<file path="src/design/ib_pkg.sv">
// ------------------------------------------------------------
// shared types and constants for the decode instruction buffer
// depth is fixed at 4; no other buffer depth is supported
// debug memory commands are not handled by this block
// ------------------------------------------------------------
package ib_pkg;

   localparam int ib_depth = 4;   // buffer slots, slot 0 is oldest
   localparam int xlen     = 32;  // instruction width
   localparam int pc_w     = 31;  // pc bits 31:1
   localparam int csr_w    = 12;
   localparam int gpr_w    = 5;

   // debug command types
   localparam logic [1:0] dbg_type_gpr = 2'h0;
   localparam logic [1:0] dbg_type_csr = 2'h1;
   localparam logic [1:0] dbg_type_mem = 2'h2;

   // csr used only in debug mode, a write here is a fence
   localparam logic [csr_w-1:0] csr_dbg_fence = 12'h7c4;

   // opcodes and funct3 values of the synthesized words
   localparam logic [6:0] op_or     = 7'b0110011;
   localparam logic [6:0] op_system = 7'b1110011;
   localparam logic [2:0] f3_or     = 3'b110;
   localparam logic [2:0] f3_csrrs  = 3'b010;
   localparam logic [2:0] f3_csrrw  = 3'b001;

   typedef struct packed {
      logic icaf;          // access fault
      logic icaf_second;   // fault on upper 2B of a 4B inst
      logic perr;          // parity error
      logic sbecc;         // single-bit ecc
      logic dbecc;         // double-bit ecc
   } ib_fault_t;

   // one buffer entry, 69 bits
   typedef struct packed {
      logic [xlen-1:0] instr;
      logic [pc_w-1:0] pc;     // pc[31:1]
      logic            pc4;    // 4B inst, else 2B
      ib_fault_t       fault;
   } ib_entry_t;

   // debug address read either as a gpr index or a csr address
   typedef union packed {
      struct packed {
         logic [csr_w-gpr_w-1:0] rsvd;
         logic [gpr_w-1:0]       idx;
      } gpr;
      logic [csr_w-1:0] csr;
   } dbg_addr_u;

   typedef struct packed {
      logic       valid;
      logic       write;
      logic [1:0] cmd_type;
      dbg_addr_u  addr;
   } dbg_cmd_t;

   // slot write and shift selects, 13 bits
   typedef struct packed {
      logic [ib_depth-1:0] i0_wen;   // lane 0 writes slot k
      logic [ib_depth-1:1] i1_wen;   // lane 1 never lands in slot 0
      logic                sh_1_0;
      logic                sh_2_1;
      logic                sh_3_2;
      logic                sh_2_0;
      logic                sh_3_1;
      logic                dbg_0;    // slot 0 takes the debug word
   } ib_wsel_t;

endpackage

</file>
<file path="src/design/ib_dbg_synth.sv">
// ------------------------------------------------------------
// debug gpr/csr command to instruction word translation
// core is halted, so the write data is consumed next cycle
// ------------------------------------------------------------
`timescale 1ns/1ps

module ib_dbg_synth
   import ib_pkg::*;
(
   input  logic            clk,
   input  logic            rst_n,
   input  dbg_cmd_t        dbg_cmd,
   output logic            dbg_take,
   output logic [xlen-1:0] dbg_instr,
   output logic            dbg_wdata_rs1,
   output logic            dbg_fence
);

   logic is_gpr;
   logic is_csr;
   logic wr_take;
   logic fence_in;

   // memory commands go elsewhere
   assign dbg_take = dbg_cmd.valid & (dbg_cmd.cmd_type != dbg_type_mem);

   assign is_gpr  = dbg_cmd.cmd_type == dbg_type_gpr;
   assign is_csr  = dbg_cmd.cmd_type == dbg_type_csr;
   assign wr_take = dbg_take & dbg_cmd.write & (is_gpr | is_csr);

   always_comb begin
      dbg_instr = '0;
      if (dbg_take && is_gpr) begin
         if (dbg_cmd.write) begin
            // or reg, x0, x0 with the write data on rs1
            dbg_instr = {17'b0, f3_or, dbg_cmd.addr.gpr.idx, op_or};
         end else begin
            // or x0, reg, x0 puts the register on rs1
            dbg_instr = {12'b0, dbg_cmd.addr.gpr.idx, f3_or, 5'b0, op_or};
         end
      end else if (dbg_take && is_csr) begin
         if (dbg_cmd.write) begin
            dbg_instr = {dbg_cmd.addr.csr, 5'b0, f3_csrrw, 5'b0, op_system};   // csrrw
         end else begin
            dbg_instr = {dbg_cmd.addr.csr, 5'b0, f3_csrrs, 5'b0, op_system};   // csrrs
         end
      end
   end

   assign fence_in = wr_take & is_csr & (dbg_cmd.addr.csr == csr_dbg_fence);

   always_ff @(posedge clk) begin
      if (!rst_n) begin
         dbg_wdata_rs1 <= 1'b0;
         dbg_fence     <= 1'b0;
      end else begin
         dbg_wdata_rs1 <= wr_take;
         dbg_fence     <= fence_in;
      end
   end

   // an undefined type would be taken with an all-zero word
   a_cmd_type: assert property (@(posedge clk) disable iff (!rst_n)
      dbg_cmd.valid |-> (is_gpr || is_csr || dbg_cmd.cmd_type == dbg_type_mem))
      else $error("debug command with undefined type %h", dbg_cmd.cmd_type);

endmodule

</file>
<file path="src/design/ib_slot_ctl.sv">
// ------------------------------------------------------------
// slot occupancy and write/shift select generation
// lane i0 needs slot 3 free, lane i1 needs slot 2 free
// flush is registered, valids clear one cycle after that
// ------------------------------------------------------------
`timescale 1ns/1ps

module ib_slot_ctl
   import ib_pkg::*;
(
   input  logic                clk,
   input  logic                rst_n,
   input  logic                fetch_i0_valid,
   input  logic                fetch_i1_valid,
   input  logic                decode_i0,
   input  logic                decode_i1,
   input  logic                flush,
   input  logic                dbg_take,
   output logic [ib_depth-1:0] ib_valid,
   output ib_wsel_t            wsel
);

   logic                flush_q;
   logic [ib_depth-1:0] val_q;
   logic [ib_depth-1:0] val_sh;    // occupancy after this cycle's retire
   logic [ib_depth-1:0] val_in;
   logic                i0_ok;
   logic                i1_ok;
   logic                shift1;
   logic                shift2;
   logic [ib_depth-1:0] i0_wen;
   logic [ib_depth-1:1] i1_wen;

   always_ff @(posedge clk) begin
      if (!rst_n) begin
         flush_q <= 1'b0;
      end else begin
         flush_q <= flush;
      end
   end

   // only take a lane if there is room for it
   assign i0_ok = fetch_i0_valid & ~val_q[ib_depth-1] & ~flush_q;
   assign i1_ok = fetch_i1_valid & ~val_q[ib_depth-2] & ~flush_q;

   assign shift1 = decode_i0 & ~decode_i1;
   assign shift2 = decode_i0 &  decode_i1;

   always_comb begin
      if (shift2) begin
         val_sh = {2'b00, val_q[ib_depth-1:2]};
      end else if (shift1) begin
         val_sh = {1'b0, val_q[ib_depth-1:1]};
      end else begin
         val_sh = val_q;
      end
   end

   // new entries land just above the shifted occupancy
   always_comb begin
      i0_wen[0] = ~val_sh[0] & (i0_ok | dbg_take);
      for (int k = 1; k < ib_depth; k++) begin
         i0_wen[k] = val_sh[k-1] & ~val_sh[k] & i0_ok;
      end
      i1_wen[1] = ~val_sh[0] & i1_ok;   // i0 went into slot 0
      for (int k = 2; k < ib_depth; k++) begin
         i1_wen[k] = val_sh[k-2] & ~val_sh[k-1] & i1_ok;
      end
   end

   assign val_in = (val_sh | i0_wen | {i1_wen, 1'b0}) & ~{ib_depth{flush_q}};

   always_ff @(posedge clk) begin
      if (!rst_n) begin
         val_q <= '0;
      end else begin
         val_q <= val_in;
      end
   end

   assign ib_valid = val_q;

   always_comb begin
      wsel.i0_wen = i0_wen;
      wsel.i1_wen = i1_wen;
      wsel.sh_1_0 = shift1 & val_q[1];
      wsel.sh_2_1 = shift1 & val_q[2];
      wsel.sh_3_2 = shift1 & val_q[3];
      wsel.sh_2_0 = shift2 & val_q[2];
      wsel.sh_3_1 = shift2 & val_q[3];
      wsel.dbg_0  = ~val_sh[0] & dbg_take;   // debug word wins slot 0
   end

   // occupied slots form a run starting at slot 0
   a_valid_contig: assert property (@(posedge clk) disable iff (!rst_n)
      (val_q & (val_q + 1'b1)) == '0)
      else $error("ib valid vector has a hole: %b", val_q);

   a_dec_pair: assert property (@(posedge clk) disable iff (!rst_n)
      decode_i1 |-> decode_i0)
      else $error("decode_i1 without decode_i0");

   a_dec_valid: assert property (@(posedge clk) disable iff (!rst_n)
      !(decode_i0 && !val_q[0]) && !(decode_i1 && !val_q[1]))
      else $error("decode of an empty slot, valid %b", val_q);

endmodule

</file>
<file path="src/design/ib_entry_array.sv">
// ------------------------------------------------------------
// four entry payload registers with load and shift muxes
// selects from the slot control are one-hot per slot
// ------------------------------------------------------------
`timescale 1ns/1ps

module ib_entry_array
   import ib_pkg::*;
(
   input  logic            clk,
   input  ib_entry_t       fetch_i0,
   input  ib_entry_t       fetch_i1,
   input  logic [xlen-1:0] dbg_instr,
   input  ib_wsel_t        wsel,
   output ib_entry_t       dec_i0,
   output ib_entry_t       dec_i1
);

   ib_entry_t           slot_q  [ib_depth];
   ib_entry_t           slot_in [ib_depth];
   logic [ib_depth-1:0] slot_en;
   ib_entry_t           i0_entry;   // lane 0, or the debug word for slot 0

   // debug keeps lane 0 pc and fault fields, only the word changes
   always_comb begin
      i0_entry = fetch_i0;
      if (wsel.dbg_0) begin
         i0_entry.instr = dbg_instr;
      end
   end

   // load enables, a slot changes only when written or shifted into
   assign slot_en[3] = wsel.i0_wen[3] | wsel.i1_wen[3];
   assign slot_en[2] = wsel.i0_wen[2] | wsel.i1_wen[2] | wsel.sh_3_2;
   assign slot_en[1] = wsel.i0_wen[1] | wsel.i1_wen[1] | wsel.sh_2_1 | wsel.sh_3_1;
   assign slot_en[0] = wsel.i0_wen[0] | wsel.sh_1_0 | wsel.sh_2_0;

   always_comb begin
      slot_in[3] = wsel.i1_wen[3] ? fetch_i1 : fetch_i0;

      if (wsel.sh_3_2) begin
         slot_in[2] = slot_q[3];
      end else if (wsel.i1_wen[2]) begin
         slot_in[2] = fetch_i1;
      end else begin
         slot_in[2] = fetch_i0;
      end

      if (wsel.sh_2_1) begin
         slot_in[1] = slot_q[2];
      end else if (wsel.sh_3_1) begin
         slot_in[1] = slot_q[3];
      end else if (wsel.i1_wen[1]) begin
         slot_in[1] = fetch_i1;
      end else begin
         slot_in[1] = fetch_i0;
      end

      if (wsel.sh_1_0) begin
         slot_in[0] = slot_q[1];
      end else if (wsel.sh_2_0) begin
         slot_in[0] = slot_q[2];
      end else begin
         slot_in[0] = i0_entry;   // fetch lane 0 or debug
      end
   end

   always_ff @(posedge clk) begin
      for (int k = 0; k < ib_depth; k++) begin
         if (slot_en[k]) begin
            slot_q[k] <= slot_in[k];
         end
      end
   end

   assign dec_i0 = slot_q[0];
   assign dec_i1 = slot_q[1];

endmodule

</file>
<file path="src/design/ib_top.sv">
// ------------------------------------------------------------
// decode instruction buffer, two-wide fetch and decode
// no accept output: fetch watches ib_valid and re-presents
// decode_i1 is legal only with decode_i0
// ------------------------------------------------------------
`timescale 1ns/1ps

module ib_top
   import ib_pkg::*;
(
   input  logic                clk,
   input  logic                rst_n,

   input  ib_entry_t           fetch_i0,        // oldest fetch lane
   input  ib_entry_t           fetch_i1,
   input  logic                fetch_i0_valid,
   input  logic                fetch_i1_valid,

   input  logic                decode_i0,       // retire slot 0
   input  logic                decode_i1,       // also retire slot 1
   input  logic                flush,

   input  dbg_cmd_t            dbg_cmd,

   output logic [ib_depth-1:0] ib_valid,
   output ib_entry_t           dec_i0,
   output ib_entry_t           dec_i1,
   output logic                dbg_wdata_rs1,   // debug write data goes on rs1
   output logic                dbg_fence
);

   logic            dbg_take;
   logic [xlen-1:0] dbg_instr;
   ib_wsel_t        wsel;

   // debug command decode and the two registered flags
   ib_dbg_synth u_dbg_synth (
      .clk           (clk),
      .rst_n         (rst_n),
      .dbg_cmd       (dbg_cmd),
      .dbg_take      (dbg_take),
      .dbg_instr     (dbg_instr),
      .dbg_wdata_rs1 (dbg_wdata_rs1),
      .dbg_fence     (dbg_fence)
   );

   ib_slot_ctl u_slot_ctl (
      .clk            (clk),
      .rst_n          (rst_n),
      .fetch_i0_valid (fetch_i0_valid),
      .fetch_i1_valid (fetch_i1_valid),
      .decode_i0      (decode_i0),
      .decode_i1      (decode_i1),
      .flush          (flush),
      .dbg_take       (dbg_take),
      .ib_valid       (ib_valid),
      .wsel           (wsel)
   );

   // payload registers, slots 0 and 1 face decode
   ib_entry_array u_entry_array (
      .clk       (clk),
      .fetch_i0  (fetch_i0),
      .fetch_i1  (fetch_i1),
      .dbg_instr (dbg_instr),
      .wsel      (wsel),
      .dec_i0    (dec_i0),
      .dec_i1    (dec_i1)
   );

endmodule

</file>
<file path="config.mk">
export PLATFORM = sky130hd
export DESIGN_NAME = ib_top
export DESIGN_NICKNAME = d
export VERILOG_FILES = /design/src/design/ib_pkg.sv /design/src/design/ib_dbg_synth.sv /design/src/design/ib_slot_ctl.sv /design/src/design/ib_entry_array.sv /design/src/design/ib_top.sv
export SDC_FILE = /design/constraint.sdc
export NUM_CORES = 1
export LEC_CHECK = 0
export BUFFER_PORTS_ARGS = -buffer_cell sky130_fd_sc_hd__buf_2
export CORE_ASPECT_RATIO = 0.6
export CORE_MARGIN = 4
export CORE_UTILIZATION = 55
export DETAILED_ROUTE_END_ITERATION = 8
export PLACE_DENSITY_LB_ADDON = 0.2
export SLEW_MARGIN = 20
export SYNTH_ARGS = -nofsm -noshare
export SYNTH_HDL_FRONTEND = slang
export SYNTH_HIERARCHICAL = 1
export SYNTH_SLANG_ARGS = --single-unit
</file>
<file path="constraint.sdc">
create_clock -name clk -period 7 [get_ports clk]
set_input_delay 1.4 -clock clk [delete_from_list [all_inputs] [get_ports clk]]
set_output_delay 1.4 -clock clk [all_outputs]
set_load 0.02 [all_outputs]
</file>
# Word level (Yosys, flattened, before mapping)
# Memories as Yosys holds them, arrays and structs flattened.
# Index checks and enable logic that the tools add are counted.
classes:
  muxes: 23
  n_reduce_logical: 3
  n_bitwise: 49
  eq_ne: 3
ops:
  columns: ["op", "n"]
  rows:
  - ["2-to-1 mux 69 bit", 8]
  - ["2-to-1 mux 32 bit", 3]
  - ["bitwise AND 1 bit", 27]
  - ["2-to-1 mux 20 bit", 1]
  - ["2-to-1 mux 14 bit", 1]
  - ["equality test 12 x 11 -> 1 bit (second input constant)", 1]
  - ["OR 1 bit", 10]
  - ["2-to-1 mux 1 bit", 8]
  - ["2-to-1 mux 4 bit", 2]
  - ["NOT 1 bit", 8]
  - ["OR 4 bit", 2]
  - ["bitwise AND 4 bit", 1]
  - ["NOT 4 bit", 1]
  - ["equality test 2 x 1 -> 1 bit (second input constant)", 1]
  - ["logical AND 1 bit", 2]
  - ["logical NOT 2 bit", 1]
  - ["!= test 2 bit (second input constant)", 1]
word_totals:
  mem_bits_rw: 276
  in_bits: 161
  out_inout_bits: 144
  wordCells: 83
  reg_bits: 7
  n_memories: 1
memory_table:
  columns: ["name", "depth", "word_bits", "rd", "rd_clocked_by_memory_dff", "wr", "line", "rtl"]
  rows:
  - ["u_entry_array.slot_q", 4, 69, 4, 0, 4, "ib_entry_array.sv:19", "ib_entry_t slot_q [ib_depth];"]

# Longest topological paths before layout
# Gate-level depths: netlist of run 1.
logic_depth:
  word_depth: 12
  ltp_mapped: 8
  ltp_nobuf: 5

# Modules after synthesis
# The synthesis of run 1 kept the hierarchy.
modules_own_cells:
  columns: ["module", "n_inst", "cells_per_inst", "seq_area_each_um2", "area_per_inst_um2"]
  rows:
  - ["ib_entry_array", 1, 1173, 8287.9, 14690.3]
  - ["ib_slot_ctl", 1, 50, 100.1, 386.6]
  - ["ib_dbg_synth", 1, 49, 40.0, 335.3]

# Worst setup path after synthesis of run 1
# Ideal clock, no wire load.
synth_timing:
  path_kind: "input -> register"
  start: "input port decode_i0"
  end: "memory u_entry_array/slot_q[2][0] in the netlist's numbering, enable pin"
  path_stages: 7
  arrival_time_ns: 3.928
  path_buffers: 3
  required_time_ns: 6.570
  setup_slack_ns: 2.642
  setup_ns: 0.430
  cell_sequence: "buf_2 nor3b_1 a211oi_2 nor2_1 buf_2 buf_2 or3_1"
synth_rtl:
  columns: ["item", "line", "rtl"]
  rows:
  - ["start: declaration", "ib_top.sv:19", "input logic decode_i0,"]
  - ["end: declaration", "ib_entry_array.sv:19", null]

==> flow_metrics.env, run 1 <==
export IMPL_clockRootBuffer="clkbuf_16"
export IMPL_avgSynthCellArea_um2=12.12
export IMPL_antenna_found_initial=13
export IMPL_critPathLaunchType="input port"
export IMPL_synthMuxAreaShare_pct=18.55
export IMPL_fin_crit_ns=3.943
export IMPL_sw_frac_of_total_pct=26.98
export IMPL_synth_top_area_share_pct=53.77
export IMPL_grt_use_total_pct=26.83
export IMPL_maxSlewHeadroom_pct=26.98
export IMPL_synthTopCellsByArea="edfxtp_1, mux2i_1, a221oi_1"
export IMPL_num_rows=47
export IMPL_cts_resized=0
export IMPL_synth_most_common_cell="edfxtp_1"
export IMPL_synth_top_cell_by_area="edfxtp_1"
export IMPL_area_growth_syn_to_layout_pct=16.24
export IMPL_drive_above_1_share_pct=29.45
export IMPL_insertion_delay_ns=0.55
export IMPL_drv_cap=0
export IMPL_die_x_um=224.1
export IMPL_pwr_share_comb_pct=16.2
export IMPL_critPathTopFamily="simple AND/OR/NAND/NOR gates"
export IMPL_synth_top_family_by_area="multiplexers"
export IMPL_die_area_um2=30850
export IMPL_p_clk_share_pct=35.1
export IMPL_crit_slowest_cell="nor2_4"
export IMPL_initialDrtViolationCount=1147
export IMPL_r2r_setup_slack_ns=3.77
export IMPL_synth_compound_area_share_pct=9.847
export IMPL_path_depth=6
export IMPL_synth_xor_area_share_pct=0
export IMPL_cts_buffers_inserted=28
export IMPL_grt_pass1_vias=11030
export IMPL_initial_utilization_pct=55.88
export IMPL_worstHoldPathCells=2
export IMPL_rsz0062_at_grt="false"
export IMPL_p_int_mw=3.173
export IMPL_required_ns=7.18
export IMPL_port_buffers=304
export IMPL_cts_clk_slew_worst_paths_ns=0.06
export IMPL_drc=0
export IMPL_p_leak_nw=6.540
export IMPL_reg2reg_from="u_slot_ctl/ib_valid[2]$_SDFF_PN0_"
export IMPL_hold_path_class="register to register"
export IMPL_num_vias=11450
export IMPL_peakVddDrop_mv=0.1949
export IMPL_sequentialPowerShare_pct=48.7
export IMPL_maxSlewViolCount=0
export IMPL_core_area_um2=27580
export IMPL_synthAdderAreaFrac_pct=0
export IMPL_switchingPower_mw=1.172
export IMPL_ioPinCount=305
export IMPL_cts_tree="built"
export IMPL_ant_nets=0
export IMPL_crit_fanout=41
export IMPL_setup_viol=0
export IMPL_routed_wl_mm=43.26
export IMPL_fin_crit_sh_pct=56.33
export IMPL_dr_pass1_iters=7
export IMPL_cts_setup_buffers=0
export IMPL_synthSimpleGateAreaFrac_pct=10.36
export IMPL_h_tree_depth=1
export IMPL_async_reset_ff_share_pct=0
export IMPL_fmax_mhz=253.6
export IMPL_critPathKind="input port to register"
export IMPL_reg2regPathDepth=5
export IMPL_cp_num_buf_inv=2
export IMPL_place_ws_ns=2.508
export IMPL_hold_start="u_entry_array/slot_q[3][2]$_DFFE_PP_"
export IMPL_cts_buffer_depth=3
export IMPL_routabilityCongestion=0.8124
export IMPL_netlist_instances=1272
export IMPL_syn_area_um2=15410
export IMPL_hold_buffers=0
export IMPL_reg2reg_to="u_entry_array/slot_q[2][38]$_DFFE_PP_"
export IMPL_ys_ff_latch=283
export IMPL_yosys_warnings=6
export IMPL_holdPathEnd="u_entry_array/slot_q[2][2]$_DFFE_PP_"
export IMPL_final_nets=1675
export IMPL_arrival_ns=4.12
export IMPL_fin_setup_tns_ns=0
export IMPL_gr_total_overflow=0
export IMPL_ys_flop_type="edfxtp_1"
export IMPL_synth_common_cells="edfxtp_1, mux2i_1, nand2_1"
export IMPL_tightest_slew_ns=1.095
export IMPL_dp_hpwl_mm=27.23
export IMPL_grt_max_degree=101
export IMPL_viasPerCell=6.006
export IMPL_yosysSeqAreaShare_pct=54.68
export IMPL_final_core_util_pct=64.96
export IMPL_dieHeight_um=137.7
export IMPL_final_hold_viol_count=0
export IMPL_fin_skew_ns=0.01234
export IMPL_powerDensity_nw_per_um2=242.6
export IMPL_cp_cell_sequence="buf_2 -> nor2b_1 -> a211oi_2 -> nor2_4 -> or3_4 -> buf_4"
export IMPL_synth_cell_type_count=41
export IMPL_wl_per_cell_um=22.68
export IMPL_clkSinkCount=283
export IMPL_synth_edf_count=276
export IMPL_cpPeakStageDelay_ns=0.81
export IMPL_end_kind="register"
export IMPL_outcome="finished clean"
export IMPL_setup_slack_ns=3.057
export IMPL_grt_pass1_wl_mm=64.56
layout by cell type (no fill, tap or decap), drive strengths merged, types with 3 or more instances in the layout:
| cell type | count |
|---|---|
| mux2i | 208 |
| and3 | 3 |
| edfxtp | 276 |
| clkinvlp | 4 |
| o21ai | 106 |
| clkinv | 12 |
| bufinv | 3 |
| nand2b | 3 |
| nor2 | 14 |
| nor3 | 4 |
| a221oi | 101 |
| mux2 | 69 |
| nand2 | 110 |
| o21a | 3 |
| nor3b | 104 |
| clkbuf | 32 |
| inv | 104 |
| and2 | 27 |
| buf | 319 |
| nor2b | 6 |
| diode | 5 |
| dfxtp | 7 |
tightest hold or removal path: stages (launching register included):
cell,delay (ns)
edfxtp_1,0.34
nand2_1,0.05
o21ai_0,0.06
cell type report:
type	count	area (µm²)
fillers	2194	9664
flip-flops and latches	283	8428
multi-input cells	778	6040
repair buffers	319	1674
clock buffers	32	737.0
well taps	367	459.2
inverters	104	390.4
clock inverters	19	175.2
diodes	5	12.51
flip-flops by register name, summed over array words and instances, names as in the netlist:
register / cells
u_entry_array/slot_q: 276
u_slot_ctl/ib_valid: 4
u_dbg_synth/dbg_fence: 1
u_dbg_synth/dbg_wdata_rs1: 1
u_slot_ctl/flush_q: 1
stage by stage:
step           power (mW)  instance area, µm²  std cells  hold WS [ns]
2_1_floorplan       2.575               15420       1273        0.5230
6_report            4.346               17920       1907        0.5536
3_3_place_gp        2.828               16940       1849        0.5332
3_5_place_dp        2.850               16960       1850        0.5357
5_1_grt             4.506               17910       1906        0.5649
4_1_cts             4.366               17880       1901        0.5571
how the worst max path moves through the flow:
| stage | endpoint | startpoint | slack, ns |
|---|---|---|---|
| detailed placement | u_entry_array/slot_q[2][25]$_DFFE_PP_ | decode_i0 | 2.51 |
| CTS | u_entry_array/slot_q[2][24]$_DFFE_PP_ | decode_i0 | 3.07 |
| finish | u_entry_array/slot_q[2][38]$_DFFE_PP_ | decode_i0 | 3.06 |
| floorplan | u_entry_array/slot_q[2][0]$_DFFE_PP_ | decode_i0 | 2.64 |
| global placement | u_entry_array/slot_q[2][25]$_DFFE_PP_ | decode_i0 | 2.54 |
| global route | u_entry_array/slot_q[2][38]$_DFFE_PP_ | decode_i0 | 2.93 |
logic make-up (layout without fill, tap and decap cells):
group                  count (synthesis)  count (layout)
and+or+nand+nor                      279             279
muxes                                277             277
DFF                                  283             283
other                                  1               7
buffers and inverters                212             474
AOI/OAI and AO/OA                    220             220
power by group through the flow:
stage	Clock [mW]	Sequential, mW	Combinational [mW]
final	1.53	2.12	0.705
after floorplan	0	2.25	0.323
after CTS	1.55	2.12	0.701
after global placement	0	2.15	0.679
after global routing	1.62	2.13	0.755
after detailed placement	0	2.15	0.699
routing by layer:
metal	up-vias	GRT usage (%)	wire length (µm)
li1	5256	-	-
met5	-	0	105
met3	82	5.941	3998
met2	569	42.41	19510
met4	18	7.013	1085
met1	5529	37.98	18560
Note: power is estimated with default switching activity, not from simulation.
==> inputs of run 2 (changes only) <==
clock period = 4.13 ns   (was 7 ns; I/O delays follow)
==> run 2 against run 1 <==
Against the previous run: cell area hardly changed; wire length hardly changed; clock power increased by 54%; die area stayed put; cell count is 0.42% higher; clock-buffer cell count increased by 2; critical path depth grew 1; via count increased by 0.24%; clock skew down 0.0024 ns; critical endpoint is now u_entry_array/slot_q[1][20]$_DFFE_PP_; largest cell class unchanged.
==> flow_metrics.env, run 2 (synthesis results as in run 1) <==
export IMPL_die_area_um2=30850
export IMPL_sw_frac_of_total_pct=27.33
export IMPL_sequentialPowerShare_pct=50.2
export IMPL_grt_pass1_vias=11270
export IMPL_reg2reg_from="u_slot_ctl/ib_valid[2]$_SDFF_PN0_"
export IMPL_final_hold_worst_slack_ns=0.5285
export IMPL_core_area_um2=27580
export IMPL_crit_fanout=49
export IMPL_wl_per_cell_um=22.60
export IMPL_drc=0
export IMPL_grt_pass1_wl_mm=65.54
export IMPL_fmax_mhz=349.1
export IMPL_routabilityCongestion=0.8132
export IMPL_fin_skew_ns=0.009901
export IMPL_outcome="finished clean"
export IMPL_r2r_setup_slack_ns=1.56
export IMPL_worstHoldPathCells=2
export IMPL_fill_cells=2122
export IMPL_fin_setup_tns_ns=0
export IMPL_holdPathEnd="u_slot_ctl/flush_q$_SDFF_PN0_"
export IMPL_total_power_mw=7.135
export IMPL_clockRootBuffer="clkbuf_16"
export IMPL_critPathLaunchType="input port"
export IMPL_critPathKind="input port to register"
export IMPL_num_rows=47
export IMPL_insertion_delay_ns=0.55
export IMPL_hold_start="flush"
export IMPL_cts_resized=0
export IMPL_cts_setup_buffers=0
export IMPL_fin_crit_ns=2.864
export IMPL_reg2reg_to="u_entry_array/slot_q[1][39]$_DFFE_PP_"
export IMPL_maxSlewHeadroom_pct=30.74
export IMPL_required_ns=4.47
export IMPL_final_core_util_pct=64.96
export IMPL_switchingPower_mw=1.950
export IMPL_cts_buffer_depth=3
export IMPL_end_kind="register"
export IMPL_hold_buffers=0
export IMPL_largest_register="u_entry_array/slot_q"
export IMPL_pwr_share_comb_pct=16.9
export IMPL_cts_buffers_inserted=28
export IMPL_ant_nets=0
export IMPL_peakVddDrop_mv=0.2509
export IMPL_largest_reg_flops=276
export IMPL_grt_max_degree=86
export IMPL_p_clk_share_pct=32.9
export IMPL_layout_common_cells="buf_2, edfxtp_1, mux2i_1, nand2_1, o21ai_0"
export IMPL_powerDensity_nw_per_um2=398.2
export IMPL_dieHeight_um=137.7
export IMPL_num_vias=11480
export IMPL_port_buffers=304
export IMPL_die_x_um=224.1
export IMPL_hold_path_class="input port to register"
export IMPL_ioPinCount=305
export IMPL_drv_cap=0
export IMPL_initialDrtViolationCount=1127
export IMPL_maxSlewViolCount=0
export IMPL_dpl_instance_area_um2=17090
export IMPL_area_growth_syn_to_layout_pct=16.25
export IMPL_clkSinkCount=283
export IMPL_cts_tree="built"
export IMPL_h_tree_depth=1
export IMPL_fin_area_um2=17920
export IMPL_dr_pass1_iters=5
export IMPL_p_int_mw=5.185
export IMPL_dp_hpwl_mm=27.85
export IMPL_final_nets=1684
export IMPL_drive_above_1_share_pct=29.23
export IMPL_fin_crit_sh_pct=69.35
export IMPL_tightest_slew_ns=1.036
export IMPL_antenna_found_initial=12
export IMPL_cts_clk_slew_worst_paths_ns=0.06
export IMPL_final_hold_viol_count=0
export IMPL_grt_use_total_pct=27.08
export IMPL_routed_wl_mm=43.28
export IMPL_rsz0062_at_grt="false"
export IMPL_viasPerCell=5.996
export IMPL_setup_viol=0
export IMPL_p_leak_nw=6.554
export IMPL_gr_total_overflow=0
export IMPL_layout_commonest_cell="buf_2"
export IMPL_initial_utilization_pct=55.88
export IMPL_arrival_ns=3.21
export IMPL_reg2regPathDepth=5
[run 2: cell types whose count changed in the layout (fill, tap and decap cells not counted)]
| cell | before | now |
|---|---|---|
| buf_12 | 0 | 6 |
| buf_16 | 2 | 0 |
| buf_4 | 13 | 18 |
| bufinv_16 | 3 | 0 |
| clkbuf_1 | 3 | 5 |
| clkinv_1 | 4 | 11 |
| clkinv_2 | 8 | 5 |
| clkinvlp_4 | 4 | 0 |
[run 2: stage by stage]
step	std cells	worst slack [ns]
floorplan	1273	0.3457
global placement	1860	0.8427
detailed placement	1860	0.7917
CTS	1910	1.362
global route	1914	1.137
finish	1915	1.266
[run 2: layout make-up]
type	count	area, µm²	area share [%]
flip-flops and latches	283	8428	47.04
multi-input cells	778	6040	33.71
repair buffers	328	1777	9.916
clock buffers	34	744.5	4.155
well taps	367	459.2	2.563
inverters	104	390.4	2.179
clock inverters	16	66.31	0.3701
diodes	5	12.51	0.06983
[run 2: power groups by stage]
stage,Clock [mW],Combinational [mW],Sequential [mW]
2_1_floorplan,0,0.548,3.82
3_3_place_gp,0,1.18,3.64
3_5_place_dp,0,1.20,3.64
4_1_cts,2.38,1.20,3.58
5_1_grt,2.52,1.29,3.60
6_report,2.35,1.20,3.58
[run 2: layer usage]
metal	track usage, %	share of wire (%)	wire length, µm	vias to the layer above
li1	-	-	-	5268
met1	38.02	43	18610	5575
met2	42.90	46	19760	560
met3	6.665	9.2	4002	63
met4	6.603	1.9	837	16
met5	0	0.17	74	-
[run 2: worst max path at each step]
stage | end | cells after the start | startpoint | slack, ns
detailed placement | u_entry_array/slot_q[2][56]$_DFFE_PP_ | 6 | decode_i0 | 0.79
floorplan | u_entry_array/slot_q[2][0]$_DFFE_PP_ | 7 | decode_i0 | 0.35
finish | u_entry_array/slot_q[1][20]$_DFFE_PP_ | 7 | decode_i0 | 1.27
global route | u_entry_array/slot_q[1][34]$_DFFE_PP_ | 7 | decode_i0 | 1.14
global placement | u_entry_array/slot_q[2][56]$_DFFE_PP_ | 6 | decode_i0 | 0.84
CTS | u_entry_array/slot_q[2][63]$_DFFE_PP_ | 6 | decode_i0 | 1.36
[run 2: worst max-delay path, cell delays in order]
cell	delay, ns
buf_2	0.19
nor2b_1	0.31
and2_4	0.45
buf_4	0.56
nor2_4	0.24
buf_4	0.28
a221oi_1	0.31
